$ cat src/icache_pkg.sv
package icache_pkg;

    // fetch and memory widths
    localparam int unsigned addr_w = 32;
    localparam int unsigned inst_w = 32;
    localparam int unsigned pair_w = 64;

    // cache geometry
    localparam int unsigned way_num     = 2;
    localparam int unsigned set_num     = 128;
    localparam int unsigned block_bytes = 32;
    localparam int unsigned beat_num    = 8;

    // address fields
    localparam int unsigned index_lsb = 5;
    localparam int unsigned index_msb = 11;
    localparam int unsigned tag_lsb   = 12;
    localparam int unsigned pair_lsb  = 3;
    localparam int unsigned tag_w     = addr_w - tag_lsb;

    typedef logic [tag_w-1:0] tag_t;

    // one tag memory word
    typedef struct packed {
        logic valid;
        tag_t tag;
    } tag_entry_t;

    // refill controller
    typedef enum logic [1:0] {
        s_normal,
        s_miss_req,
        s_miss_fill,
        s_done
    } ctrl_state_e;

endpackage

$ cat src/icache_lookup_stage.sv
`timescale 1ns/100ps

module icache_lookup_stage #(
    parameter int unsigned way_num = icache_pkg::way_num
) (
    input  logic                                       clk,
    input  logic                                       rst_n,
    input  logic                                       flush_i,
    input  logic                                       fetch_valid_i,
    input  logic [icache_pkg::addr_w-1:0]              fetch_pc_i,
    input  logic [1:0]                                 fetch_mask_i,
    output logic                                       fetch_ready_o,
    input  logic [way_num-1:0]                         way_hit_i,
    input  logic [way_num-1:0][icache_pkg::pair_w-1:0] way_pair_i,
    input  logic                                       busy_i,
    input  logic                                       refill_done_i,
    input  logic [icache_pkg::pair_w-1:0]              refill_insts_i,
    output logic                                       miss_o,
    output logic [icache_pkg::addr_w-1:0]              stage_pc_o,
    output logic                                       rd_en_o,
    output logic                                       inst_valid_o,
    output logic [icache_pkg::addr_w-1:0]              inst_pc_o,
    output logic [1:0]                                 inst_mask_o,
    output logic [icache_pkg::pair_w-1:0]              insts_o
);

    import icache_pkg::*;

    logic              valid_q;
    logic [addr_w-1:0] pc_q;
    logic [1:0]        mask_q;
    logic              any_hit;
    logic              mask_set;
    logic [pair_w-1:0] hit_pair;

    assign fetch_ready_o = !busy_i;
    // memories are read with the incoming pc
    assign rd_en_o = fetch_ready_o;

    always_ff @(posedge clk) begin
        if (!rst_n || flush_i) begin
            valid_q <= 1'b0;
        end else if (!busy_i) begin
            valid_q <= fetch_valid_i;
        end else if (inst_valid_o) begin
            // delivered during an invalidate stall, drop it
            valid_q <= 1'b0;
        end
    end

    always_ff @(posedge clk) begin
        if (fetch_valid_i && fetch_ready_o) begin
            pc_q   <= fetch_pc_i;
            mask_q <= fetch_mask_i;
        end
    end

    always_comb begin
        hit_pair = '0;
        for (int w = 0; w < way_num; w++) begin
            if (way_hit_i[w]) begin
                hit_pair = way_pair_i[w];
            end
        end
    end

    assign any_hit  = |way_hit_i;
    // empty mask needs no data
    assign mask_set = |mask_q;

    assign miss_o       = valid_q && mask_set && !any_hit && !refill_done_i && !flush_i;
    assign inst_valid_o = valid_q && mask_set && (any_hit || refill_done_i) && !flush_i;
    assign insts_o      = refill_done_i ? refill_insts_i : hit_pair;
    assign inst_pc_o    = pc_q;
    assign inst_mask_o  = mask_q;
    assign stage_pc_o   = pc_q;

    // a block is filled into one way only
    a_single_way_hit: assert property (
        @(posedge clk) disable iff (!rst_n)
        valid_q |-> $onehot0(way_hit_i)
    );

endmodule

$ cat config.mk
export PLATFORM = sky130hd
export DESIGN_NAME = icache_lookup_stage
export DESIGN_NICKNAME = d
export VERILOG_FILES = /design/src/icache_pkg.sv /design/src/icache_lookup_stage.sv
export SDC_FILE = /design/constraint.sdc
export NUM_CORES = 1
export LEC_CHECK = 0
export BUFFER_PORTS_ARGS = -buffer_cell sky130_fd_sc_hd__buf_2
export CAP_MARGIN = 25
export CELL_PAD_IN_SITES_DETAIL_PLACEMENT = 2
export CELL_PAD_IN_SITES_GLOBAL_PLACEMENT = 2
export CORE_AREA = 2 2 143 145
export DETAILED_ROUTE_END_ITERATION = 16
export DIE_AREA = 0 0 145 147
export GPL_ROUTABILITY_DRIVEN = 0
export HOLD_SLACK_MARGIN = 0.03
export MAX_ROUTING_LAYER = met4
export PLACE_DENSITY_LB_ADDON = 0.05
export SLEW_MARGIN = 20
export SYNTH_ARGS = -nofsm -noshare
export SYNTH_HDL_FRONTEND = slang
export SYNTH_SLANG_ARGS = --single-unit
$ cat constraint.sdc
create_clock -name clk -period 3.38 [get_ports clk]
set_input_delay 0.338 -clock clk [delete_from_list [all_inputs] [get_ports clk]]
set_output_delay 0.338 -clock clk [all_outputs]
set_load 0.05 [all_outputs]
Word level (Yosys, flattened, before mapping)
Cells that the tools add are included. Widths: inputs -> output; s select.

Add/subtract/negate cells: 0. Multiply operators: 0. Div/mod/pow operators: 0. $lt $le $gt $ge: 0. Equal/unequal tests: 1. Shift operators: 0. Muxes and demuxes: 5. Bitwise gates (word level): 0. Reduce and logical (&&, ||, !) cells: 16.

Operators with widths (count): $mux 64 (3); $logic_and 1x1->1 (7); $logic_not 1->1 (5); $reduce_or 2->1 (2); $logic_or 1x1->1 (2); $mux 1 (2); $ne 2x1->1 const B (1).

Register bits: 35. Bits in latches: 0. RAM bits: 0. Memory bits (read-only): 0. Input bits: 234. Output and inout bits: 134. Word-level logic and storage cells: 25. Memories kept: 0.

Depth between registers and ports, before layout
Gate-level depths: netlist (run 1).

Word-level depth: 6. Mapped depth: 5. Gate-level depth less buffers: 3.

Worst setup path after synthesis (run 1)
OpenSTA, ideal clock, no wires.

Kind: flip-flop to output port. Start: reg mask_q[1], in the netlist inst_mask_o[1]. End: out miss_o. Arrival: 2294 ps. Required time: 3042 ps. Setup slack: 748 ps. Stages on the path, launching flop included: 3. Path buffers: 0. Path through: edfxtp_1 o211ai_1 nor4_1.

Word-level cells in the longest chain between the ends: 5.

RTL lines: start, declared (line icache_lookup_stage.sv:31) `logic [1:0] mask_q;`; start signal, assigned (line icache_lookup_stage.sv:54) `mask_q <= fetch_mask_i;`; $reduce_or 2->1 (line icache_lookup_stage.sv:69) `assign mask_set = |mask_q;`; $logic_and 1x1->1 (4 in a row) (line icache_lookup_stage.sv:71) `assign miss_o = valid_q && mask_set && !any_hit && !refill_done_i && !flush_i;`; end, declared (line icache_lookup_stage.sv:18) `output logic miss_o,`.

No other way between the ends.

Worst setup path after layout (run 1)
Start: in way_hit_i[1]. End: out insts_o[10] (netlist name).

Word-level cells in the longest chain between the ends: 2.

RTL lines: start, declared (line icache_lookup_stage.sv:13) `input logic [way_num-1:0] way_hit_i,`; $mux 64 (line icache_lookup_stage.sv:61) `if (way_hit_i[w]) begin`; $mux 64 (line icache_lookup_stage.sv:73) `assign insts_o = refill_done_i ? refill_insts_i : hit_pair;`; end, declared (line icache_lookup_stage.sv:24) `output logic [icache_pkg::pair_w-1:0] insts_o`.

No other way between the ends.

==> results of run 1 <==
-- kinds of logic (layout without fill, tap and decap cells) --
kind of cell / after synthesis / count (layout) / share of synthesized area [%]
flops: 35 / 35 / 40.68
compound gates: 131 / 131 / 32.27
buf+inv: 63 / 384 / 15.89
simple gates: 71 / 71 / 11.15
other cells: 0 / 4 / 0
-- routing by layer --
metal	vias to the layer above	share of wire, %
met4	0	1.0
met5	-	0
met2	193	55
li1	1721	-
met3	11	7.3
met1	1727	36
-- cell usage after synthesis, drive strengths merged (2+ instances only) --
| cell | n | share of area [%] |
|---|---|---|
| nand2 | 64 | 9.4 |
| o21ai | 64 | 13 |
| a22oi | 63 | 18 |
| buf | 51 | 14 |
| edfxtp | 34 | 40 |
| clkbuf | 10 | 1.5 |
| inv | 2 | 0.29 |
| nor2 | 2 | 0.29 |
| nor2b | 2 | 0.49 |
-- layout make-up --
| class | instances | area (sq um) |
|---|---|---|
| well taps | 270 | 337.8 |
| multi-input cells | 202 | 1121 |
| flip-flops and latches | 35 | 1041 |
| clock buffers | 6 | 128.9 |
| clock inverters | 2 | 12.51 |
| repair buffers | 374 | 1929 |
| diodes | 4 | 10.01 |
| inverters | 2 | 7.507 |
| fillers | 2444 | 15260 |
-- power by group through the flow --
| stage | Sequential [mW] | Combinational (mW) | Clock, mW |
|---|---|---|---|
| after detailed placement | 0.534 | 0.867 | 0 |
| final | 0.525 | 0.854 | 0.441 |
| after floorplan | 0.629 | 0.506 | 0 |
| after global placement | 0.533 | 0.856 | 0 |
| after global routing | 0.529 | 0.906 | 0.472 |
| after CTS | 0.526 | 0.868 | 0.462 |
-- critical path, stage by stage --
cell and delay (ns):
buf_2 0.34, nor2b_4 0.20, buf_4 0.44, a22oi_1 0.13, o21ai_1 0.22, buf_2 0.30
-- flip-flops by register name (all words and copies together), names as in the netlist --
register / count
inst_mask_o: 2
inst_pc_o: 32
valid_q: 1
-- worst max-delay path by stage --
stage,endpoint,slack (ns),from
3_3_place_gp,insts_o[10],1.05,way_hit_i[1]
6_report,insts_o[10],1.03,way_hit_i[1]
4_1_cts,insts_o[10],0.98,way_hit_i[1]
5_1_grt,insts_o[10],0.89,way_hit_i[1]
3_5_place_dp,insts_o[10],0.99,way_hit_i[1]
2_1_floorplan,miss_o,0.75,inst_mask_o[1]
==> impl_results.md, run 1 <==
- Sink Count: 35
- WHS Path Cells: 1
- Clock Latency Late Sink: 0.27 ns
- CTS resizes: 0
- Leak: 2.328 nW
- Maximum vdd drop: 0.1590 mV
- Layout Skew: 0.0006612 ns
- CP endpoint kind: output port
- Detailed Route WL: 15.70 mm
- DR DRC count: 0
- Synth unique cells: 19
- Register area share after synthesis: 40.68%
- Status: finished, final reports clean
- FF-to-FF End: valid_q
- Reg power frac: 28.8%
- Largest net degree at the start of global routing: 52
- Total Routing Usage GR: 14.36%
- RR Startpoint: inst_mask_o[1]
- Critical Path RT: 3.04 ns
- Slew Limit Headroom: 45.09%
- Setup TNS: 0 ns
- Violation count after the first detailed-route iteration: 66
- Nets@finish: 854
- Min Clock Period, post-route: 2.350 ns
- Num CTS Buffers: 5
- Max-cap violations: 0
- Hpwl dp: 13.07 mm
- Startpoint Class: primary input
- Area of the die: 0.02132 sq mm
- Pwr dens: 396.7 mW/mm^2
- Yosys Warn Count: 0
- Combinational power share: 46.9%
- Flop2flop setup slack: 2.35 ns
- Start point of the worst hold path: fetch_pc_i[12]
- CORE AREA: 0.01984 sq mm
- Final Hold Fails: 0
- Register bit count reported by yosys: 35
- Most common cell after layout, fill and taps aside: buf_2
- Final WS setup: 1.030 ns
- Critical Path AT: 2.01 ns
- Drt pass-1 iters: 4
- Initial antenna violation count: 4
- Internal power: 1.016 mW
- Setup violations, final: 0
- Die width: 145 um
- Routed vias: 3652
- Sw Ratio: 44.16%
- Final instance area: 0.004588 sq mm
- Met1 usage: 14.48%
- Reg2reg path depth: 3
- Synth Flop Type: edfxtp_1
- Layout cells sized above 1: 61.84%
- TritonCTS clock tree: built
- Post-CTS Setup Repair Bufs: 0
- Worst slew pin tran: 0.8199 ns
- GRT met2 Usage: 27.55%
- RSZ-0062 raised after global routing: false
- Placed inst area: 0.004437 sq mm
- CP Max Fanout: 41
- Initial core utilization: 12.89%
- Vias per std cell: 4.080
- Placement Rows: 52
- Synthesized cell area: 0.002559 sq mm
- Post-synth EDFFs: 34
- Post-DRT Antenna Nets: 0
- Final Power: 1.820 mW
- Hold path endpoint: inst_pc_o[12]
- HP Class: primary input to register
- Syn nets: 534
- Commonest non-fill, non-tap cells in the layout: 366 x buf_2, 64 x nand2_1, 64 x o21ai_1, 63 x a22oi_1, 34 x edfxtp_1
- Place WS: 0.9863 ns
- Net Switching: 0.8038 mW
- Most Used Layer, Global Route: met2
- Critical path class: primary input to output port
- P&R area growth vs syn: 79.32%
- Met3 usage: 3.944%
- Global-route wire length before repair: 22.89 mm
- Number of global-route vias before repair: 3967
- Final Cycle Share: 69.53%
- Synth async-reset ratio: 0%
- # placed instances: 883
- Fmax: 425.5 MHz
- Htree depth: 2
- DIE HEIGHT: 147 um
- I/O pin count: 368
- Clock slew at reported path FFs: 0.06 ns
- Final Core Density: 23.12%
- Final Max Tran Viols: 0
- IO buf count: 367
- Synth Instances: 300
- Clock root cell: clkbuf_16
- Power share of the clock group: 24.2%
- Post-synthesis area per instance: 8.529 sq um
- Overflow after GRT: 0
- Clk buf depth: 2
- Hold_buf cts: 0
- Non-filler cells in the finished layout: 895
- WHS: 0.2304 ns
- Avg WL per Cell: 17.54 um
Power figures use the tool's default switching activity.
==> run 2: changes to the inputs <==
--- a/config.mk
+++ b/config.mk
@@ -9,9 +9,9 @@
 export CAP_MARGIN = 25
 export CELL_PAD_IN_SITES_DETAIL_PLACEMENT = 2
 export CELL_PAD_IN_SITES_GLOBAL_PLACEMENT = 2
-export CORE_AREA = 2 2 143 145
+export CORE_MARGIN = 2
+export CORE_UTILIZATION = 13
 export DETAILED_ROUTE_END_ITERATION = 16
-export DIE_AREA = 0 0 145 147
 export GPL_ROUTABILITY_DRIVEN = 0
 export HOLD_SLACK_MARGIN = 0.03
 export MAX_ROUTING_LAYER = met4
==> constraint.sdc (replaced) <==
create_clock -name clk -period 2.47 [get_ports clk]
set_input_delay 0.247 -clock clk [delete_from_list [all_inputs] [get_ports clk]]
set_output_delay 0.247 -clock clk [all_outputs]
set_load 0.05 [all_outputs]
==> run 2 against run 1 <==
Wire length shrank 2.0%; critical endpoint unchanged; sequential cell count unchanged; largest cell class unchanged; clock power is 37% higher; clock-buffer cell count is 1 lower.
==> impl_results.md, run 2 (synthesis results as in run 1) <==
- IO buf count: 367
- RSZ-0062 raised after global routing: false
- CP Max Fanout: 28
- Post-CTS Setup Repair Bufs: 0
- Final instance area: 0.004627 sq mm
- Commonest non-fill, non-tap cells in the layout: 366 x buf_2, 64 x nand2_1, 64 x o21ai_1, 63 x a22oi_1, 34 x edfxtp_1
- Layout cells sized above 1: 62.12%
- Clock root cell: clkbuf_16
- Initial antenna violation count: 2
- Critical Path RT: 2.22 ns
- Layout Skew: 0.0001387 ns
- Initial core utilization: 13.19%
- Fmax: 556.2 MHz
- CTS resizes: 0
- Most common cell after layout, fill and taps aside: buf_2
- Fillers: 2419
- Area of the die: 0.02082 sq mm
- Worst slew pin tran: 0.5490 ns
- Setup violations, final: 0
- Hold_buf cts: 0
- DR DRC count: 0
- Placed inst area: 0.004477 sq mm
- CP endpoint kind: output port
- Pwr dens: 539.5 mW/mm^2
- Setup TNS: 0 ns
- Min Clock Period, post-route: 1.798 ns
- Max-cap violations: 0
- Leak: 2.346 nW
- Final Hold Fails: 0
- Vias per std cell: 4.062
- Overflow after GRT: 0
- TritonCTS clock tree: built
- Clk buf depth: 2
- Startpoint Class: primary input
- Avg WL per Cell: 17.28 um
- Clock Latency Late Sink: 0.27 ns
- Post-DRT Antenna Nets: 0
- Largest net degree at the start of global routing: 50
- Final Cycle Share: 72.78%
- Maximum vdd drop: 0.2771 mV
- Drt pass-1 iters: 4
- Hpwl dp: 12.96 mm
- Num CTS Buffers: 5
- Status: finished, final reports clean
- Detailed Route WL: 15.38 mm
- Slew Limit Headroom: 63.23%
- Critical Path AT: 1.55 ns
- Total Routing Usage GR: 13.79%
- Clock slew at reported path FFs: 0.06 ns
- Final Max Tran Viols: 0
- I/O pin count: 368
- HP Class: primary input to register
- Violation count after the first detailed-route iteration: 70
- Htree depth: 2
- Largest register FFs: 32
- Sink Count: 35
- Number of global-route vias before repair: 3793
- Routed vias: 3615
- Nets@finish: 856
- CORE AREA: 0.01940 sq mm
- P&R area growth vs syn: 80.83%
- Critical path class: primary input to output port
- Global-route wire length before repair: 21.16 mm
- DIE HEIGHT: 144.3 um
- Placement Rows: 51
- Die width: 144.3 um
run 2: cell type report:
| type | count | area, sq um | share of cell area [%] |
|---|---|---|---|
| antenna | 2 | 5.005 | 0.1082 |
| clock buffer | 5 | 125.1 | 2.704 |
| clock inverter | 3 | 20.02 | 0.4327 |
| inverter | 2 | 7.507 | 0.1622 |
| multi-input combinational | 202 | 1127 | 24.36 |
| sequential | 35 | 1041 | 22.50 |
| tap | 265 | 331.6 | 7.166 |
| timing repair buffer | 376 | 1969 | 42.56 |
run 2: worst paths after layout:
path	start	to	slack (ns)	cells after the start
max	way_hit_i[0]	insts_o[10]	0.67	6
min	fetch_pc_i[6]	inst_pc_o[6]	0.14	1
max reg2reg	inst_mask_o[0]	valid_q	1.45	3
min reg2reg	valid_q	valid_q	0.65	2
run 2: worst max-delay path: stages:
cell and delay, ns:
buf_2 0.12, nor2b_4 0.34, buf_12 0.23, a22oi_1 0.09, o21ai_1 0.19, buf_2 0.30
run 2: stage by stage:
stage / utilization [%] / setup slack (ns) / power (mW) / std cells / hold slack, ns
6_report: 23.85 / 0.6722 / 2.496 / 890 / 0.1439
5_1_grt: 23.85 / 0.5555 / 2.632 / 890 / 0.1275
4_1_cts: 23.83 / 0.6322 / 2.543 / 888 / 0.1334
3_5_place_dp: 23.08 / 0.6341 / 1.921 / 880 / 0.4254
3_3_place_gp: 23.08 / 0.6412 / 1.909 / 880 / 0.4242
2_1_floorplan: - / 0.2194 / 1.553 / 300 / 0.3459
run 2: routing by layer:
metal	vias to the layer above	routed length, um	track usage (%)
met5	-	0	-
met4	0	76	1.380
li1	1722	-	-
met3	4	1452	4.139
met2	184	8653	27.49
met1	1705	5198	13.49
run 2: report_power, final:
| part | total, mW | internal (mW) | switching [mW] |
|---|---|---|---|
| combinational | 1.18 | 0.329 | 0.849 |
| sequential | 0.716 | 0.697 | 0.0191 |
| clock | 0.603 | 0.371 | 0.232 |
==> run 3: changes to the inputs <==
--- a/config.mk
+++ b/config.mk
@@ -10,7 +10,7 @@
 export CELL_PAD_IN_SITES_DETAIL_PLACEMENT = 2
 export CELL_PAD_IN_SITES_GLOBAL_PLACEMENT = 2
 export CORE_MARGIN = 2
-export CORE_UTILIZATION = 13
+export CORE_UTILIZATION = 12
 export DETAILED_ROUTE_END_ITERATION = 16
 export GPL_ROUTABILITY_DRIVEN = 0
 export HOLD_SLACK_MARGIN = 0.03
==> constraint.sdc (replaced) <==
create_clock -name clk -period 1.6 [get_ports clk]
set_input_delay 0.16 -clock clk [delete_from_list [all_inputs] [get_ports clk]]
set_output_delay 0.16 -clock clk [all_outputs]
set_load 0.05 [all_outputs]
==> run 3 against run 2 <==
Sequential share of layout area fell by 0.32 points; critical endpoint is now insts_o[18]; clock power up 82%; highest routed layer unchanged; cell count rose by 1.7%.
==> impl_results.md, run 3 (synthesis results as in run 1) <==
- Status: finished, final reports clean
- Leak: 2.387 nW
- CP Max Fanout: 49
- Min Clock Period, post-route: 1.480 ns
- RR Startpoint: inst_mask_o[1]
- I/O pin count: 368
- Post-DRT Antenna Nets: 0
- RSZ-0062 raised after global routing: false
- Sink Count: 35
- Num CTS Buffers: 5
- CORE AREA: 0.02096 sq mm
- Critical Path AT: 1.32 ns
- Fillers: 2574
- Startpoint Class: primary input
- Power share of the clock group: 27.3%
- Largest register FFs: 32
- Final Max Tran Viols: 0
- Setup violations, final: 0
- DR DRC count: 0
- Vias per std cell: 4.035
- Clock slew at reported path FFs: 0.06 ns
- Internal power: 2.323 mW
- Most common cell after layout, fill and taps aside: buf_2
- Clock root cell: clkbuf_16
- Avg WL per Cell: 17.43 um
- DIE HEIGHT: 150.0 um
- Net Switching: 1.714 mW
- Final instance area: 0.004693 sq mm
- CP endpoint kind: output port
- Clk buf depth: 2
- Critical path class: primary input to output port
- Final Hold Fails: 0
- Maximum vdd drop: 0.3746 mV
- Hpwl dp: 13.33 mm
- Start point of the worst hold path: fetch_pc_i[16]
- WHS Path Cells: 1
- Placed inst area: 0.004519 sq mm
- Layout Skew: 0.0007931 ns
- Overflow after GRT: 0
- Final Cycle Share: 92.50%
- Clock Latency Late Sink: 0.28 ns
- Combinational power share: 45.3%
- Placement Rows: 53
- TritonCTS clock tree: built
- Total Routing Usage GR: 13.43%
- Flop2flop setup slack: 0.59 ns
- Max-cap violations: 0
- Hold_buf cts: 0
- Post-CTS Setup Repair Bufs: 0
- Nets@finish: 861
- Htree depth: 2
- Reg2reg path depth: 3
- Detailed Route WL: 15.78 mm
- P&R area growth vs syn: 83.42%
- Violation count after the first detailed-route iteration: 61
- Pwr dens: 860.1 mW/mm^2
- Number of global-route vias before repair: 3977
- Initial antenna violation count: 2
- Area of the die: 0.02251 sq mm
- IO buf count: 367
- CTS resizes: 0
- Crit path from: way_hit_i[1]
- Layout cells sized above 1: 62.58%
- Setup TNS: 0 ns
- Sw Ratio: 42.45%
- Worst slew pin tran: 0.3303 ns
- HP Class: primary input to register
- Drt pass-1 iters: 4
- Slew Limit Headroom: 77.98%
- Die width: 150.0 um
- Commonest non-fill, non-tap cells in the layout: 366 x buf_2, 64 x nand2_1, 64 x o21ai_1, 63 x a22oi_1, 34 x edfxtp_1
- Reg power frac: 27.4%
- Critical Path RT: 1.44 ns
- Initial core utilization: 12.21%
- Global-route wire length before repair: 22.40 mm
- Largest net degree at the start of global routing: 50
- Fmax: 675.7 MHz
- Crit path to: insts_o[18]
- Routed vias: 3652
- FF-to-FF End: valid_q
## run 3: changes by cell type in the layout (fill, tap and decap cells not counted), sizes merged
| cell | change |
|---|---|
| bufinv | +1 |
| buf | +5 |
| clkinvlp | -1 |
## run 3: final cells by class
type,instances,area [sq um],area share [%]
repair buffers,381,1994,42.50
clock buffers,5,125.1,2.666
well taps,275,344.1,7.331
inverters,2,7.507,0.1600
diodes,2,5.005,0.1066
flip-flops and latches,35,1041,22.18
clock inverters,3,43.79,0.9331
multi-input cells,202,1132,24.13
## run 3: power groups by stage
stage / clock network [mW] / registers, mW / logic, mW
after floorplan: 0 / 1.33 / 1.07
after global placement: 0 / 1.12 / 1.84
after detailed placement: 0 / 1.13 / 1.85
after CTS: 1.14 / 1.11 / 1.86
after global routing: 1.19 / 1.11 / 1.95
final: 1.10 / 1.11 / 1.83
## run 3: critical path, stage by stage
cell     delay (ns)
buf_2          0.14
nor2b_4        0.15
buf_12         0.26
a22oi_1        0.17
o21ai_1        0.15
buf_2          0.27
## run 3: per-stage QoR
step | utilization (%) | instances | hold WS, ns | setup slack (ns) | power [mW]
6_report | 22.40 | 905 | 0.05005 | 0.1200 | 4.037
4_1_cts | 22.37 | 903 | 0.03970 | 0.09001 | 4.107
5_1_grt | 22.40 | 905 | 0.03588 | 0.02236 | 4.249
3_3_place_gp | 21.57 | 895 | 0.3369 | 0.09118 | 2.959
3_5_place_dp | 21.57 | 895 | 0.3385 | 0.09457 | 2.981
2_1_floorplan | - | 300 | 0.2589 | -0.2815 | 2.397
## run 3: worst min path at each step
| stage | slack, ns | to |
|---|---|---|
| final | 0.05 | inst_pc_o[16] |
| after global routing | 0.04 | inst_pc_o[6] |
| after CTS | 0.04 | inst_pc_o[6] |
| after detailed placement | 0.34 | inst_pc_o[6] |
| after global placement | 0.34 | inst_pc_o[16] |
| after floorplan | 0.26 | inst_mask_o[0] |
## run 3: per-layer routing
layer  share of wire, %  track usage, %  routed length [um]
met5                  0               -                   0
met4               0.89           2.358                 141
met3                8.3           3.415                1317
met2                 57           26.64                8933
met1                 34           13.14                5383
