`src/icache_pkg.sv`:
```
package icache_pkg;

    // fetch and memory widths
    localparam int unsigned addr_w = 32;
    localparam int unsigned inst_w = 32;
    localparam int unsigned pair_w = 64;

    // cache geometry
    localparam int unsigned way_num     = 2;
    localparam int unsigned set_num     = 128;
    localparam int unsigned block_bytes = 32;
    localparam int unsigned beat_num    = 8;

    // address fields
    localparam int unsigned index_lsb = 5;
    localparam int unsigned index_msb = 11;
    localparam int unsigned tag_lsb   = 12;
    localparam int unsigned pair_lsb  = 3;
    localparam int unsigned tag_w     = addr_w - tag_lsb;

    typedef logic [tag_w-1:0] tag_t;

    // one tag memory word
    typedef struct packed {
        logic valid;
        tag_t tag;
    } tag_entry_t;

    // refill controller
    typedef enum logic [1:0] {
        s_normal,
        s_miss_req,
        s_miss_fill,
        s_done
    } ctrl_state_e;

endpackage

```
`src/icache_ctrl.sv`:
```
`timescale 1ns/100ps

module icache_ctrl #(
    parameter int unsigned way_num  = icache_pkg::way_num,
    parameter int unsigned set_num  = icache_pkg::set_num,
    parameter int unsigned beat_num = icache_pkg::beat_num
) (
    input  logic                          clk,
    input  logic                          rst_n,
    input  logic                          miss_i,
    input  logic [icache_pkg::addr_w-1:0] miss_pc_i,
    output logic                          mem_req_o,
    output logic [icache_pkg::addr_w-1:0] mem_addr_o,
    output logic [$clog2(beat_num):0]     mem_len_o,
    input  logic                          mem_req_ack_i,
    input  logic                          mem_data_valid_i,
    input  logic [icache_pkg::inst_w-1:0] mem_data_i,
    input  logic                          inval_valid_i,
    input  logic [icache_pkg::addr_w-1:0] inval_addr_i,
    output logic                          inval_ready_o,
    output logic                          inval_done_o,
    output logic                          busy_o,
    output logic                          refill_done_o,
    output logic [icache_pkg::pair_w-1:0] refill_insts_o,
    output logic [way_num-1:0]            data_we_o,
    output logic [icache_pkg::addr_w-1:0] data_waddr_o,
    output logic [icache_pkg::pair_w-1:0] data_wdata_o,
    output logic [way_num-1:0]            tag_we_o,
    output logic [icache_pkg::addr_w-1:0] tag_waddr_o,
    output icache_pkg::tag_entry_t        tag_wdata_o
);

    import icache_pkg::*;

    localparam int unsigned way_w = $clog2(way_num);
    localparam int unsigned cnt_w = $clog2(beat_num);
    localparam int unsigned set_w = $clog2(set_num);
    localparam logic [addr_w-1:0] block_mask = ~addr_w'(block_bytes - 1);

    ctrl_state_e        state_q;
    ctrl_state_e        state_d;
    logic [addr_w-1:0]  miss_pc_q;
    logic [way_w-1:0]   victim_q;
    logic [set_num-1:0] repl_q;
    logic [cnt_w-1:0]   beat_cnt_q;
    logic [inst_w-1:0]  low_beat_q;
    logic [pair_w-1:0]  refill_insts_q;
    logic               inval_done_q;
    logic               miss_start;
    logic               inval_fire;
    logic               beat_fire;
    logic               pair_fire;
    logic               last_beat;
    logic [set_w-1:0]   miss_set;
    logic [way_num-1:0] victim_oh;
    logic [way_num-1:0] inval_oh;

    assign miss_set   = miss_pc_q[index_msb:index_lsb];
    assign miss_start = (state_q == s_normal) && miss_i;

    // no maintenance while a miss is pending
    assign inval_ready_o = ((state_q == s_normal) || (state_q == s_done)) && !miss_i;
    assign inval_fire    = inval_valid_i && inval_ready_o;

    assign beat_fire = (state_q == s_miss_fill) && mem_data_valid_i;
    // odd beats complete a pair
    assign pair_fire = beat_fire && beat_cnt_q[0];
    assign last_beat = beat_fire && (beat_cnt_q == cnt_w'(beat_num - 1));

    assign victim_oh = way_num'(1) << victim_q;
    assign inval_oh  = way_num'(1) << inval_addr_i[way_w-1:0];

    always_comb begin
        state_d = state_q;
        case (state_q)
            s_normal: begin
                if (miss_i) begin
                    state_d = s_miss_req;
                end
            end
            s_miss_req: begin
                if (mem_req_ack_i) begin
                    state_d = s_miss_fill;
                end
            end
            s_miss_fill: begin
                if (last_beat) begin
                    state_d = s_done;
                end
            end
            s_done: begin
                state_d = s_normal;
            end
            default: begin
                state_d = s_normal;
            end
        endcase
    end

    always_ff @(posedge clk) begin
        if (!rst_n) begin
            state_q      <= s_normal;
            repl_q       <= '0;
            victim_q     <= '0;
            beat_cnt_q   <= '0;
            inval_done_q <= 1'b0;
        end else begin
            state_q      <= state_d;
            inval_done_q <= inval_fire;
            if (miss_start) begin
                victim_q <= way_w'(repl_q[miss_pc_i[index_msb:index_lsb]]);
            end
            if (state_q == s_miss_req) begin
                beat_cnt_q <= '0;
            end else if (beat_fire) begin
                beat_cnt_q <= beat_cnt_q + 1'b1;
            end
            // next refill of this set goes to the other way
            if (last_beat) begin
                repl_q[miss_set] <= !repl_q[miss_set];
            end
        end
    end

    always_ff @(posedge clk) begin
        if (miss_start) begin
            miss_pc_q <= miss_pc_i;
        end
        if (beat_fire && !beat_cnt_q[0]) begin
            low_beat_q <= mem_data_i;
        end
        // keep the pair that decode asked for
        if (pair_fire && (beat_cnt_q[cnt_w-1:1] == miss_pc_q[index_lsb-1:pair_lsb])) begin
            refill_insts_q <= {mem_data_i, low_beat_q};
        end
    end

    assign mem_req_o  = (state_q == s_miss_req);
    assign mem_addr_o = miss_pc_q & block_mask;
    assign mem_len_o  = ($clog2(beat_num) + 1)'(beat_num);

    assign busy_o = miss_i || (state_q == s_miss_req) || (state_q == s_miss_fill) ||
                    inval_fire;
    assign refill_done_o  = (state_q == s_done);
    assign refill_insts_o = refill_insts_q;
    assign inval_done_o   = inval_done_q;

    assign data_we_o    = pair_fire ? victim_oh : '0;
    assign data_waddr_o = {miss_pc_q[addr_w-1:index_lsb], beat_cnt_q[cnt_w-1:1],
                           {pair_lsb{1'b0}}};
    assign data_wdata_o = {mem_data_i, low_beat_q};

    // tag goes valid together with the last pair
    assign tag_we_o          = last_beat ? victim_oh : (inval_fire ? inval_oh : '0);
    assign tag_waddr_o       = last_beat ? miss_pc_q : inval_addr_i;
    assign tag_wdata_o.valid = last_beat;
    assign tag_wdata_o.tag   = last_beat ? miss_pc_q[addr_w-1:tag_lsb] : '0;

    a_req_held: assert property (
        @(posedge clk) disable iff (!rst_n)
        (mem_req_o && !mem_req_ack_i) |=> (mem_req_o && $stable(mem_addr_o))
    );

endmodule

```
`config.mk`:
```
export PLATFORM = sky130hd
export DESIGN_NAME = icache_ctrl
export DESIGN_NICKNAME = d
export VERILOG_FILES = /design/src/icache_pkg.sv /design/src/icache_ctrl.sv
export SDC_FILE = /design/constraint.sdc
export NUM_CORES = 1
export LEC_CHECK = 0
export BUFFER_PORTS_ARGS = -buffer_cell sky130_fd_sc_hd__buf_2
export CAP_MARGIN = 30
export CORE_AREA = 4 4 199 201
export CTS_CLUSTER_DIAMETER = 30
export DETAILED_ROUTE_END_ITERATION = 10
export DIE_AREA = 0 0 203 205
export GPL_TIMING_DRIVEN = 0
export HOLD_SLACK_MARGIN = 0.08
export SYNTH_ARGS = -nofsm -noshare
export SYNTH_HDL_FRONTEND = slang
export SYNTH_SLANG_ARGS = --single-unit
```
`constraint.sdc`:
```
create_clock -name clk -period 6.5 [get_ports clk]
set_clock_uncertainty 0.1 [all_clocks]
set_input_delay 0 -clock clk [delete_from_list [all_inputs] [get_ports clk]]
set_output_delay 0 -clock clk [all_outputs]
set_load 0.1 [all_outputs]
```
Word-level counts from Yosys, hierarchy flattened. Index checks and enable logic that the tools add are counted.

Add/sub/neg operators: 1. Equality and inequality tests: 8. Reduce and logical (&&, ||, !) cells: 19. Mux-type cells: 16. Shift-type cells: 2. Bitwise operators: 1. $lt $le $gt $ge: 3.

Operator list (number): 128-bit bitwise mux (1); 32-bit 2-to-1 mux (1); 20-bit 2-to-1 mux (1); 7-bit by 8-bit < comparator with 1-bit output, second input constant (2); 1-bit binary-select mux with 7-bit select (2); 2-bit 2-to-1 mux (6); 1-bit logical AND (9); 2-bit one-hot mux with 4 select lines (1); 1-bit demux with 7-bit select (1); 7-bit by 1-bit greater-or-equal comparator with 1-bit output, second input constant (1); 2-bit equality test, second input constant (2); 1-bit logical OR (4); 2-bit inequality test, second input constant (2); 1-bit by 1-bit left shift with 2-bit output, first input constant (2); 3-bit by 1-bit adder with 3-bit output, second input constant (1); 3-bit equality test, second input constant (1); 1-bit logical NOT (3); 1-bit 2-to-1 mux (3); 3-bit AND reduction (1); 2-bit by 1-bit equality test with 1-bit output, second input constant (1); 2-bit equality test (1); 2-bit logical NOT (1); 2-bit by 1-bit inequality test with 1-bit output, second input constant (1); 2-bit OR reduction (1); 1-bit inverter (1).

Output and inout bits: 258. Bits in registers: 263. Input bits: 102.

Longest topological paths before layout. Gate-level depths: netlist of the first run.

Depth after elaboration: 6. Depth in mapped cells: 12. Depth with buffers taken out: 9.

Worst setup path before layout of the first run. No wires, ideal clock.

Path kind: flip-flop to flip-flop. Start: register state_q[0]. End: register refill_insts_q[0] (netlist: refill_insts_o[0]), enable pin. Required time: 5.835 ns. Period minus slack after synthesis: 5.957 ns. Cell stages (with the launch flop): 6. Setup time: 0.565 ns. Arrival: 5.292 ns. Slack: 0.543 ns. Cells stage by stage: dfxtp_1 inv_1 ha_1 clkbuf_1 nand3_1 nor3_1.

Word-level cells in the longest chain between the ends: 4.

RTL lines: start: declaration (RTL line icache_ctrl.sv:40) `ctrl_state_e state_q;`; start signal: assignment (RTL line icache_ctrl.sv:102) `state_q <= s_normal;`; start signal: assignment (RTL line icache_ctrl.sv:108) `state_q <= state_d;`; 2-bit equality test (RTL line icache_ctrl.sv:65) `assign beat_fire = (state_q == s_miss_fill) && mem_data_valid_i;`; 1-bit logical AND (RTL line icache_ctrl.sv:65); 1-bit logical AND (RTL line icache_ctrl.sv:67) `assign pair_fire = beat_fire && beat_cnt_q[0];`; 1-bit logical AND (RTL line icache_ctrl.sv:133) `if (pair_fire && (beat_cnt_q[cnt_w-1:1] == miss_pc_q[index_lsb-1:pair_lsb])) begin`; end signal: assignment (RTL line icache_ctrl.sv:134) `refill_insts_q <= {mem_data_i, low_beat_q};`; end: declaration (RTL line icache_ctrl.sv:47) `logic [pair_w-1:0] refill_insts_q;`.

Every way passes these cells. A chain may end at the register's enable or synchronous reset.

Worst setup path in the final report of the first run.
Start: register state_q[0]. End: output port tag_waddr_o[10] (netlist bit).

Word-level cells in the longest chain between the ends: 4.

RTL lines: 2-bit equality test (RTL line icache_ctrl.sv:65); 1-bit logical AND (RTL line icache_ctrl.sv:65); 1-bit logical AND (RTL line icache_ctrl.sv:68) `assign last_beat = beat_fire && (beat_cnt_q == cnt_w'(beat_num - 1));`; 32-bit 2-to-1 mux (RTL line icache_ctrl.sv:155) `assign tag_waddr_o = last_beat ? miss_pc_q : inval_addr_i;`; end: declaration (RTL line icache_ctrl.sv:29) `output logic [icache_pkg::addr_w-1:0] tag_waddr_o,`.

Every way passes these cells.

==> results_dict.tcl, run 1 <==
set metrics [dict create \
    status "finished clean" \
    dp_hpwl_um 38300 \
    via_count 12800 \
    cts_max_level 2 \
    overflow 0 \
    async_reset_ff_frac 0 \
    die_w_um 203 \
    worst_pin_slew_ps 1060 \
    drive_above_1_share 0.369 \
    nets 1885 \
    cts_buffer_depth 3 \
    antenna_left 0 \
    switching_power_w 0.00273 \
    boundaryPins 360 \
    final_common_cell "buf_2" \
    synthCells 1242 \
    netlist_area_mm2 0.0131 \
    post_drt_wl_per_cell_um 22.8 \
    die_y_um 205 \
    cts_tree "yes" \
    grt_pass1_vias 12300 \
    endpoint_kind "output port" \
    period_minus_slack_ps 4090 \
    cap_viol_max_count 0 \
    post-place-ws_ps 2900 \
    ctsRootBufferMaster "clkbuf_16" \
    clk_latency_ps 580 \
    grt_pass1_wl_um 77100 \
    critPathTopFamily "buffers and inverters" \
    rsz0062_at_grt "false" \
    crit_required_ps 6400 \
    max_slew_margin 0.288 \
    final_cell_mix "buf_2 (370), dfxtp_1 (135), edfxtp_1 (128)" \
    initial_core_util 0.350 \
    synth.distinct_cells 68 \
    post-route-period-util 0.630 \
    clkPwrFrac 0.417 \
    min_path_cells 2 \
    drt_iter0_drc 1624 \
    vdd_drop_max_mv 0.211 \
    portBuffers 347 \
    synth-edff-count 128 \
    cpMaxStageDelayCell "clkbuf_1" \
    syn2layout_area_growth_pct 42.6 \
    viasPerCell 5.46 \
    yosysSeqAreaShare 0.498 \
    critPathBufInv 6 \
    core_area_mm2 0.0376 \
    power_density_mw_per_mm2 374 \
    cts.sinks 263 \
    start_kind "flip-flop" \
    sequentialPowerShare 0.278 \
    drt_wl_total_um 53400 \
    maxSlewViolCount 0 \
    hold_path_class "in2reg" \
    synth_ff_type "dfxtp_1" \
    cts_inserted_buffers 56 \
    min_from "mem_data_i[22]" \
    path_max_fanout 10 \
    max_stage_delay_ps 640 \
    r2r-end "repl_q[115]" \
    finalSetupViolations 0 \
    rows 71 \
    grt_start_max_net_pins 34 \
    syn_area_per_cell_um2 10.6 \
    fill_cells 3331 \
    yosys_warnings 0 \
    design.die.area_mm2 0.0416 \
    r2r_slack_ps 2750 \
    arrival_ps 3990 \
    finish.utilization 0.499 \
    r2r_cells 10 \
    path_cells "inv_1 > ha_1 > clkbuf_1 > nand3_1 > clkbuf_1 > clkbuf_1 > clkbuf_1 > nand2_1 > nand2_1 > buf_2" \
    clkTransAtPathRegs_ps 50 \
    power_leakage_nw 7.67 \
    rr_startpoint "miss_pc_q[5]" \
    combPwrFrac 0.305 \
    first_pass_iters 6 \
    fin_ws_ps 2410 \
    antenna_found_initial 3 \
    p_sw_frac 0.389 \
    max_freq_mhz 244 \
    ys_seq_elements 263 \
    hold_viol 0 \
    worstSetupPathType "reg2out" \
    whs_endpoint "low_beat_q[22]" \
    p_int_w 0.00428 \
    cp_common_cell "clkbuf_1" \
    track_usage 0.241 \
    drc 0 \
    place.gp.congestion 0.977 \
]
cell type report:
cell class	count	area (µm²)	area share
clock buffers	64	1470	0.0786
well taps	511	639	0.0341
diodes	2	5.00	0.000267
inverters	13	48.8	0.00260
multi-input cells	777	5320	0.284
plain buffers	199	1280	0.0682
clock inverters	42	497	0.0265
repair buffers	467	2930	0.156
flip-flops and latches	263	6550	0.349
power groups by stage:
stage | sequential [W] | combinational (W) | clock [W]
6_report | 0.00195 | 0.00214 | 0.00292
5_1_grt | 0.00196 | 0.00220 | 0.00304
4_1_cts | 0.00195 | 0.00211 | 0.00294
3_5_place_dp | 0.00198 | 0.00205 | 0
3_3_place_gp | 0.00198 | 0.00205 | 0
2_1_floorplan | 0.00211 | 0.00147 | 0
worst reg2reg max path: cells and delay by family (launching register included):
kind	cells	cell delay (ps)
AOI/OAI and AO/OA	1	100
buffers and inverters	5	1460
and+or+nand+nor	4	1270
DFF	1	730
Yosys cell counts (12+ instances only):
cell      number  area [µm²]
inv_1         12        45.0
buf_2         22         110
nor3_1       100         500
nand3_1       25         125
o21ai_0       29         145
nand2_1      111         417
a31o_1        30         263
o211ai_1      22         165
nor2_1        54         203
mux2_2        15         169
clkbuf_1      51         191
nor4_1        20         125
buf_4        110         826
a21oi_1      100         500
o31ai_1       24         180
mux4_2        39         878
edfxtp_1     128        3840
a21o_1        20         150
mux2i_1       33         330
buf_6         12         135
dfxtp_1      135        2700
and2_1        24         150
timing repair:
item | CTS | global route
buffers inserted | 0 | 0
hold buffers | 110 | 1
gates resized for setup | 0 | 0
endpoints found under the hold margin | 166 | 2
flip-flops by register name, summed over array words and instances (netlist names):
name and count:
beat_cnt_q 3, victim_q 1, inval_done_o 1, miss_pc_q 32, repl_q 128, refill_insts_o 64
state_q 2, low_beat_q 32
stage by stage:
step | instance area, µm² | power, W | hold WS (ps) | cells | setup TNS [ps]
after floorplan | 13200 | 0.00357 | -1.13 | 1252 | 0
final | 18700 | 0.00701 | 89.7 | 2338 | 0
after global routing | 18700 | 0.00719 | 86.8 | 2338 | 0
after CTS | 18700 | 0.00700 | 80.1 | 2335 | 0
after detailed placement | 15700 | 0.00403 | 78.3 | 2119 | 0
after global placement | 15600 | 0.00402 | 77.5 | 2110 | -97770
cell families (layout without fill, tap and decap cells):
| group | count (synthesis) | count (layout) | share of synthesized area |
|---|---|---|---|
| AO/OA/AOI/OAI | 275 | 275 | 0.139 |
| other | 2 | 14 | 0.000571 |
| XOR/XNOR | 3 | 3 | 0.00200 |
| buffers and inverters | 212 | 785 | 0.101 |
| flip-flops | 263 | 263 | 0.498 |
| adder cells (fa/ha/maj) | 6 | 6 | 0.00571 |
| multiplexers | 88 | 88 | 0.106 |
| AND/OR/NAND/NOR | 393 | 393 | 0.148 |
worst max path at each step:
stage,slack [ps],to,depth (start not counted),startpoint
finish,2410,tag_waddr_o[10],10,state_q[0]
global route,2230,tag_waddr_o[5],10,state_q[0]
CTS,2490,tag_waddr_o[5],10,state_q[0]
detailed placement,2900,repl_q[111],9,miss_pc_q[5]
global placement,-1540,refill_insts_o[59],5,state_q[0]
floorplan,540,refill_insts_o[0],5,state_q[0]
metal layers:
metal | GRT usage | routed length, µm
met2 | 0.381 | 24500
met1 | 0.311 | 20500
met3 | 0.0568 | 5780
met4 | 0.119 | 2580
met5 | 0 | 15
No activity file was read; power rests on OpenSTA's default activity.
==> run 2, diff against run 1 <==
==> constraint.sdc (replaced) <==
create_clock -name clk -period 3.9 [get_ports clk]
set_clock_uncertainty 0.1 [all_clocks]
set_input_delay 0 -clock clk [delete_from_list [all_inputs] [get_ports clk]]
set_output_delay 0 -clock clk [all_outputs]
set_load 0.1 [all_outputs]
==> run 2 against run 1 <==
  * Critical path depth unchanged
  * Via count fell by 1.0%
  * Core utilization increased by 0.067 points
  * Non-clock buffer count shrank 11
  * Largest power group unchanged
  * Combinational power rose by 67%
  * Die area unchanged
  * Global-route usage shrank 0.31 points
  * Critical path type is now reg2reg
  * Flip-flop and latch count unchanged
  * Final cell count shrank 0.64%
  * Wire length is 1.0% lower
==> results_dict.tcl, run 2 (same netlist as run 1, synthesis figures left out) <==
set metrics [dict create \
    status "finished clean" \
    start_kind "flip-flop" \
    die_w_um 203 \
    initial_core_util 0.350 \
    max_stage_delay_ps 740 \
    dp_hpwl_um 38200 \
    antenna_found_initial 0 \
    vdd_drop_max_mv 0.316 \
    cts.sinks 263 \
    maxSlewViolCount 0 \
    power_w 0.0120 \
    drt_wl_total_um 52900 \
    finish.utilization 0.499 \
    max_freq_mhz 269 \
    final_common_cell "buf_2" \
    power_density_mw_per_mm2 639 \
    syn2layout_area_growth_pct 42.8 \
    num_antenna_cells 0 \
    drt_iter0_drc 1692 \
    largest_reg_flops 128 \
    hold_path_class "in2reg" \
    core_area_mm2 0.0376 \
    fin_area_mm2 0.0188 \
    tns_ps 0 \
    rows 71 \
    drive_above_1_share 0.373 \
    viasPerCell 5.44 \
    max_slew_margin 0.323 \
    period_minus_slack_ps 3720 \
    cap_viol_max_count 0 \
    drc 0 \
    cpMaxStageDelayCell "nor2_1" \
    cts_buffer_depth 3 \
    design.die.area_mm2 0.0416 \
    clkTransAtPathRegs_ps 50 \
    nets 1873 \
    arrival_ps 4100 \
    hold_viol 0 \
    worst_pin_slew_ps 1010 \
    power_leakage_nw 7.69 \
    portBuffers 347 \
    rr_startpoint "miss_pc_q[5]" \
    finalSetupViolations 0 \
    critPathLaunch "miss_pc_q[5]" \
    grt_pass1_wl_um 75800 \
    via_count 12600 \
    crit_required_ps 4290 \
    postCtsSetupRepairBufs 0 \
    die_y_um 205 \
    overflow 0 \
    ctsRootBufferMaster "clkbuf_16" \
    cp_common_cell "buf_4" \
    post-route-period-util 0.953 \
    antenna_left 0 \
    final_cell_mix "buf_2 (370), dfxtp_1 (135), edfxtp_1 (128)" \
    first_pass_iters 6 \
    track_usage 0.238 \
    regMostFlops "repl_q" \
    cts_tree "yes" \
    worstSetupPathType "reg2reg" \
    path_cells "buf_4 > buf_6 > buf_4 > buf_4 > and2b_1 > nand2_1 > nor2_1 > buf_4 > a21oi_1 > nor3_1" \
    post_drt_wl_per_cell_um 22.8 \
    boundaryPins 360 \
    cts_max_level 2 \
    grt_start_max_net_pins 34 \
    postPlaceCellArea_mm2 0.0157 \
    rsz0062_at_grt "false" \
    clk_latency_ps 570 \
    path_max_fanout 10 \
    grt_pass1_vias 12000 \
    min_from "mem_data_i[10]" \
    endpoint_kind "flip-flop" \
    cts_inserted_buffers 55 \
    place.gp.congestion 0.997 \
]
==> run 2: cell type report <==
class	instances	area, µm²
plain buffers	199	1280
clock buffers	58	1430
clock inverters	46	651
fillers	3375	18800
inverters	13	48.8
multi-input cells	777	5330
flip-flops and latches	263	6550
well taps	511	639
repair buffers	456	2840
==> run 2: worst max-delay path, delay by kind of cell (launching register included) <==
| kind | cells | cell delay (ps) |
|---|---|---|
| buf+inv | 5 | 1420 |
| simple gates | 4 | 1290 |
| flops | 1 | 710 |
| compound gates | 1 | 100 |
==> run 2: worst paths after layout <==
| path | depth (start not counted) | slack, ps | to |
|---|---|---|---|
| setup / recovery | 10 | 180 | repl_q[107] |
| hold / removal | 2 | 100 | low_beat_q[10] |
| setup reg to reg | 10 | 180 | repl_q[107] |
| hold reg to reg | 0 | 340 | refill_insts_o[22] |
==> run 2: what timing repair did <==
action | in CTS | in global routing
hold buffers | 102 | 0
hold endpoints to repair | 168 | 0
gates resized for setup | 1 | 2
endpoints found under the setup margin | 2 | 2
==> run 2: report_power, final <==
group	internal [W]	total, W	switching (W)
combinational	0.000778	0.00358	0.00280
clock	0.00354	0.00516	0.00162
sequential	0.00309	0.00324	0.000145
total	0.00742	0.0120	0.00457
==> run 2: metal layers <==
layer / GRT usage / wire length, µm / vias up
met5: 0 / 0 / -
met4: 0.105 / 2270 / 0
met3: 0.0522 / 5430 / 155
met2: 0.379 / 24400 / 832
met1: 0.313 / 20800 / 6075
li1: - / - / 5574
==> run 2: through the flow <==
step / cells / hold slack [ps] / setup slack (ps)
floorplan: 1252 / -1.13 / 199
global placement: 2110 / 77.3 / 76.0
detailed placement: 2117 / 78.1 / 305
CTS: 2323 / 80.2 / 192
global route: 2323 / 82.9 / 132
finish: 2323 / 96.1 / 184
==> run 3, diff against run 2 <==
--- a/config.mk
+++ b/config.mk
@@ -7,12 +7,15 @@
 export LEC_CHECK = 0
 export BUFFER_PORTS_ARGS = -buffer_cell sky130_fd_sc_hd__buf_2
 export CAP_MARGIN = 30
-export CORE_AREA = 4 4 199 201
+export CELL_PAD_IN_SITES_DETAIL_PLACEMENT = 0
+export CELL_PAD_IN_SITES_GLOBAL_PLACEMENT = 2
+export CORE_AREA = 4 4 205 207
 export CTS_CLUSTER_DIAMETER = 30
 export DETAILED_ROUTE_END_ITERATION = 10
-export DIE_AREA = 0 0 203 205
+export DIE_AREA = 0 0 209 211
 export GPL_TIMING_DRIVEN = 0
 export HOLD_SLACK_MARGIN = 0.08
+export PLACE_DENSITY_LB_ADDON = 0.1
 export SYNTH_ARGS = -nofsm -noshare
 export SYNTH_HDL_FRONTEND = slang
 export SYNTH_SLANG_ARGS = --single-unit
==> run 3 against run 2 <==
  * Clock power rose by 13%
  * Critical path depth fell by 1
  * Sequential power barely moved
  * Via count fell by 1.8%
  * Wire length rose by 7.9%
  * Flip-flop and latch count did not move
  * Final cell count rose by 3.0%
  * Critical endpoint is now repl_q[119]
  * Largest power group unchanged
  * Final area rose by 3.4%
==> results_dict.tcl, run 3 (same netlist as run 1, synthesis figures left out) <==
set metrics [dict create \
    status "finished clean" \
    final_common_cell "buf_2" \
    grt_pass1_wl_um 83500 \
    max_slew_margin 0.329 \
    cpMaxStageDelayCell "nor2_1" \
    arrival_ps 4160 \
    critPathBufInv 5 \
    cap_viol_max_count 0 \
    regMostFlops "repl_q" \
    maxSlewViolCount 0 \
    drt_wl_total_um 57000 \
    worst_pin_slew_ps 1000 \
    rsz0062_at_grt "true" \
    critPathTopFamily "buffers and inverters" \
    endpoint_kind "flip-flop" \
    max_freq_mhz 266 \
    cts_buffer_depth 3 \
    hold_ws_ps 92.8 \
    clk_latency_ps 590 \
    via_count 12400 \
    crit_required_ps 4300 \
    cp_common_cell "buf_4" \
    power_leakage_nw 7.99 \
    power_density_mw_per_mm2 655 \
    path_cells "buf_4 > buf_6 > buf_4 > buf_4 > nand3_1 > nor2_1 > buf_2 > a21oi_1 > nor3_1" \
    drt_iter0_drc 949 \
    initial_core_util 0.326 \
    core_area_mm2 0.0404 \
    final_cell_mix "buf_2 (372), dfxtp_1 (135), edfxtp_1 (128)" \
    period_minus_slack_ps 3760 \
    cts_inserted_buffers 71 \
    hold_path_class "in2reg" \
    postCtsSetupRepairBufs 0 \
    first_pass_iters 5 \
    drive_above_1_share 0.369 \
    cts_tree "yes" \
    portBuffers 347 \
    rows 74 \
    hold_viol 0 \
    vdd_drop_max_mv 0.329 \
    postPlaceCellArea_mm2 0.0157 \
    path_max_fanout 10 \
    worstSetupPathType "reg2reg" \
    overflow 0 \
    track_usage 0.251 \
    syn2layout_area_growth_pct 47.6 \
    dp_hpwl_um 41700 \
    viasPerCell 5.18 \
    start_kind "flip-flop" \
    finalSetupViolations 0 \
    fin_area_mm2 0.0194 \
    post-route-period-util 0.964 \
    drc 0 \
    ctsRootBufferMaster "clkbuf_16" \
    max_stage_delay_ps 740 \
    antenna_found_initial 2 \
    boundaryPins 360 \
    fill_cells 3817 \
    grt_pass1_vias 12300 \
    grt_start_max_net_pins 34 \
    antenna_left 0 \
    design.die.area_mm2 0.0441 \
    cts.sinks 263 \
    die_y_um 211 \
    nets 1913 \
    die_w_um 209 \
    clkTransAtPathRegs_ps 50 \
    place.gp.congestion 0.879 \
    largest_reg_flops 128 \
    cts_max_level 3 \
    post_drt_wl_per_cell_um 23.8 \
]
[run 3: changes by cell type in the layout (fill, tap and decap cells not counted), sizes merged, moves of 2 or more]
cell	delta
clkinvlp	-7
dlygate4sd3	+22
buf	+2
clkinv	+3
clkbuf	+38
inv	-4
bufinv	-6
[run 3: what timing repair did]
action	in CTS	in global routing
hold endpoints to repair	165	0
gates resized for setup	0	4
endpoints found under the setup margin	0	30
hold buffers	124	0
[run 3: area by class of cell]
cell class              instances  area [µm²]  share of cell area
inverters                      13        48.8             0.00251
plain buffers                 199        1280              0.0660
clock inverters                32         462              0.0238
repair buffers                480        3090               0.159
diodes                          1        2.50            0.000129
clock buffers                  96        1980               0.102
flip-flops and latches        263        6550               0.337
multi-input cells             777        5330               0.275
well taps                     532         666              0.0343
[run 3: path summary, 6_finish.rpt]
kind | slack [ps] | depth (start not counted) | startpoint | endpoint
max | 140 | 9 | miss_pc_q[5] | repl_q[119]
min | 90 | 2 | mem_data_i[1] | low_beat_q[1]
min reg2reg | 340 | 0 | low_beat_q[16] | refill_insts_o[16]
max reg2reg | 140 | 9 | miss_pc_q[5] | repl_q[119]
[run 3: layer usage]
| layer | track usage | share of wire | vias to the layer above |
|---|---|---|---|
| li1 | - | - | 5666 |
| met1 | 0.325 | 0.42 | 6002 |
| met2 | 0.409 | 0.46 | 602 |
| met3 | 0.0600 | 0.072 | 135 |
| met4 | 0.0979 | 0.039 | 2 |
| met5 | 0 | 0.00028 | - |
[run 3: power by group]
| group | internal (W) | switching (W) |
|---|---|---|
| Clock | 0.00403 | 0.00180 |
| Sequential | 0.00310 | 0.000121 |
| Combinational | 0.000799 | 0.00285 |
| Total | 0.00793 | 0.00478 |
[run 3: stage by stage]
step                cells  setup WS, ps  TNS (ps)  power [W]  utilization
finish               2393           141         0     0.0127        0.481
global route         2393         -42.4     -52.4     0.0131        0.481
CTS                  2392          70.4         0     0.0128        0.481
detailed placement   2140           151         0    0.00680        0.389
global placement     2131         -70.4     -4200    0.00680        0.386
floorplan            1252           199         0    0.00596            -
[run 3: worst register-to-register path, stage by stage, from the launching register on]
cell and delay (ps):
edfxtp_1 680, buf_4 310, buf_6 200, buf_4 250, buf_4 290, nand3_1 300, nor2_1 740, buf_2 490
a21oi_1 140, nor3_1 190
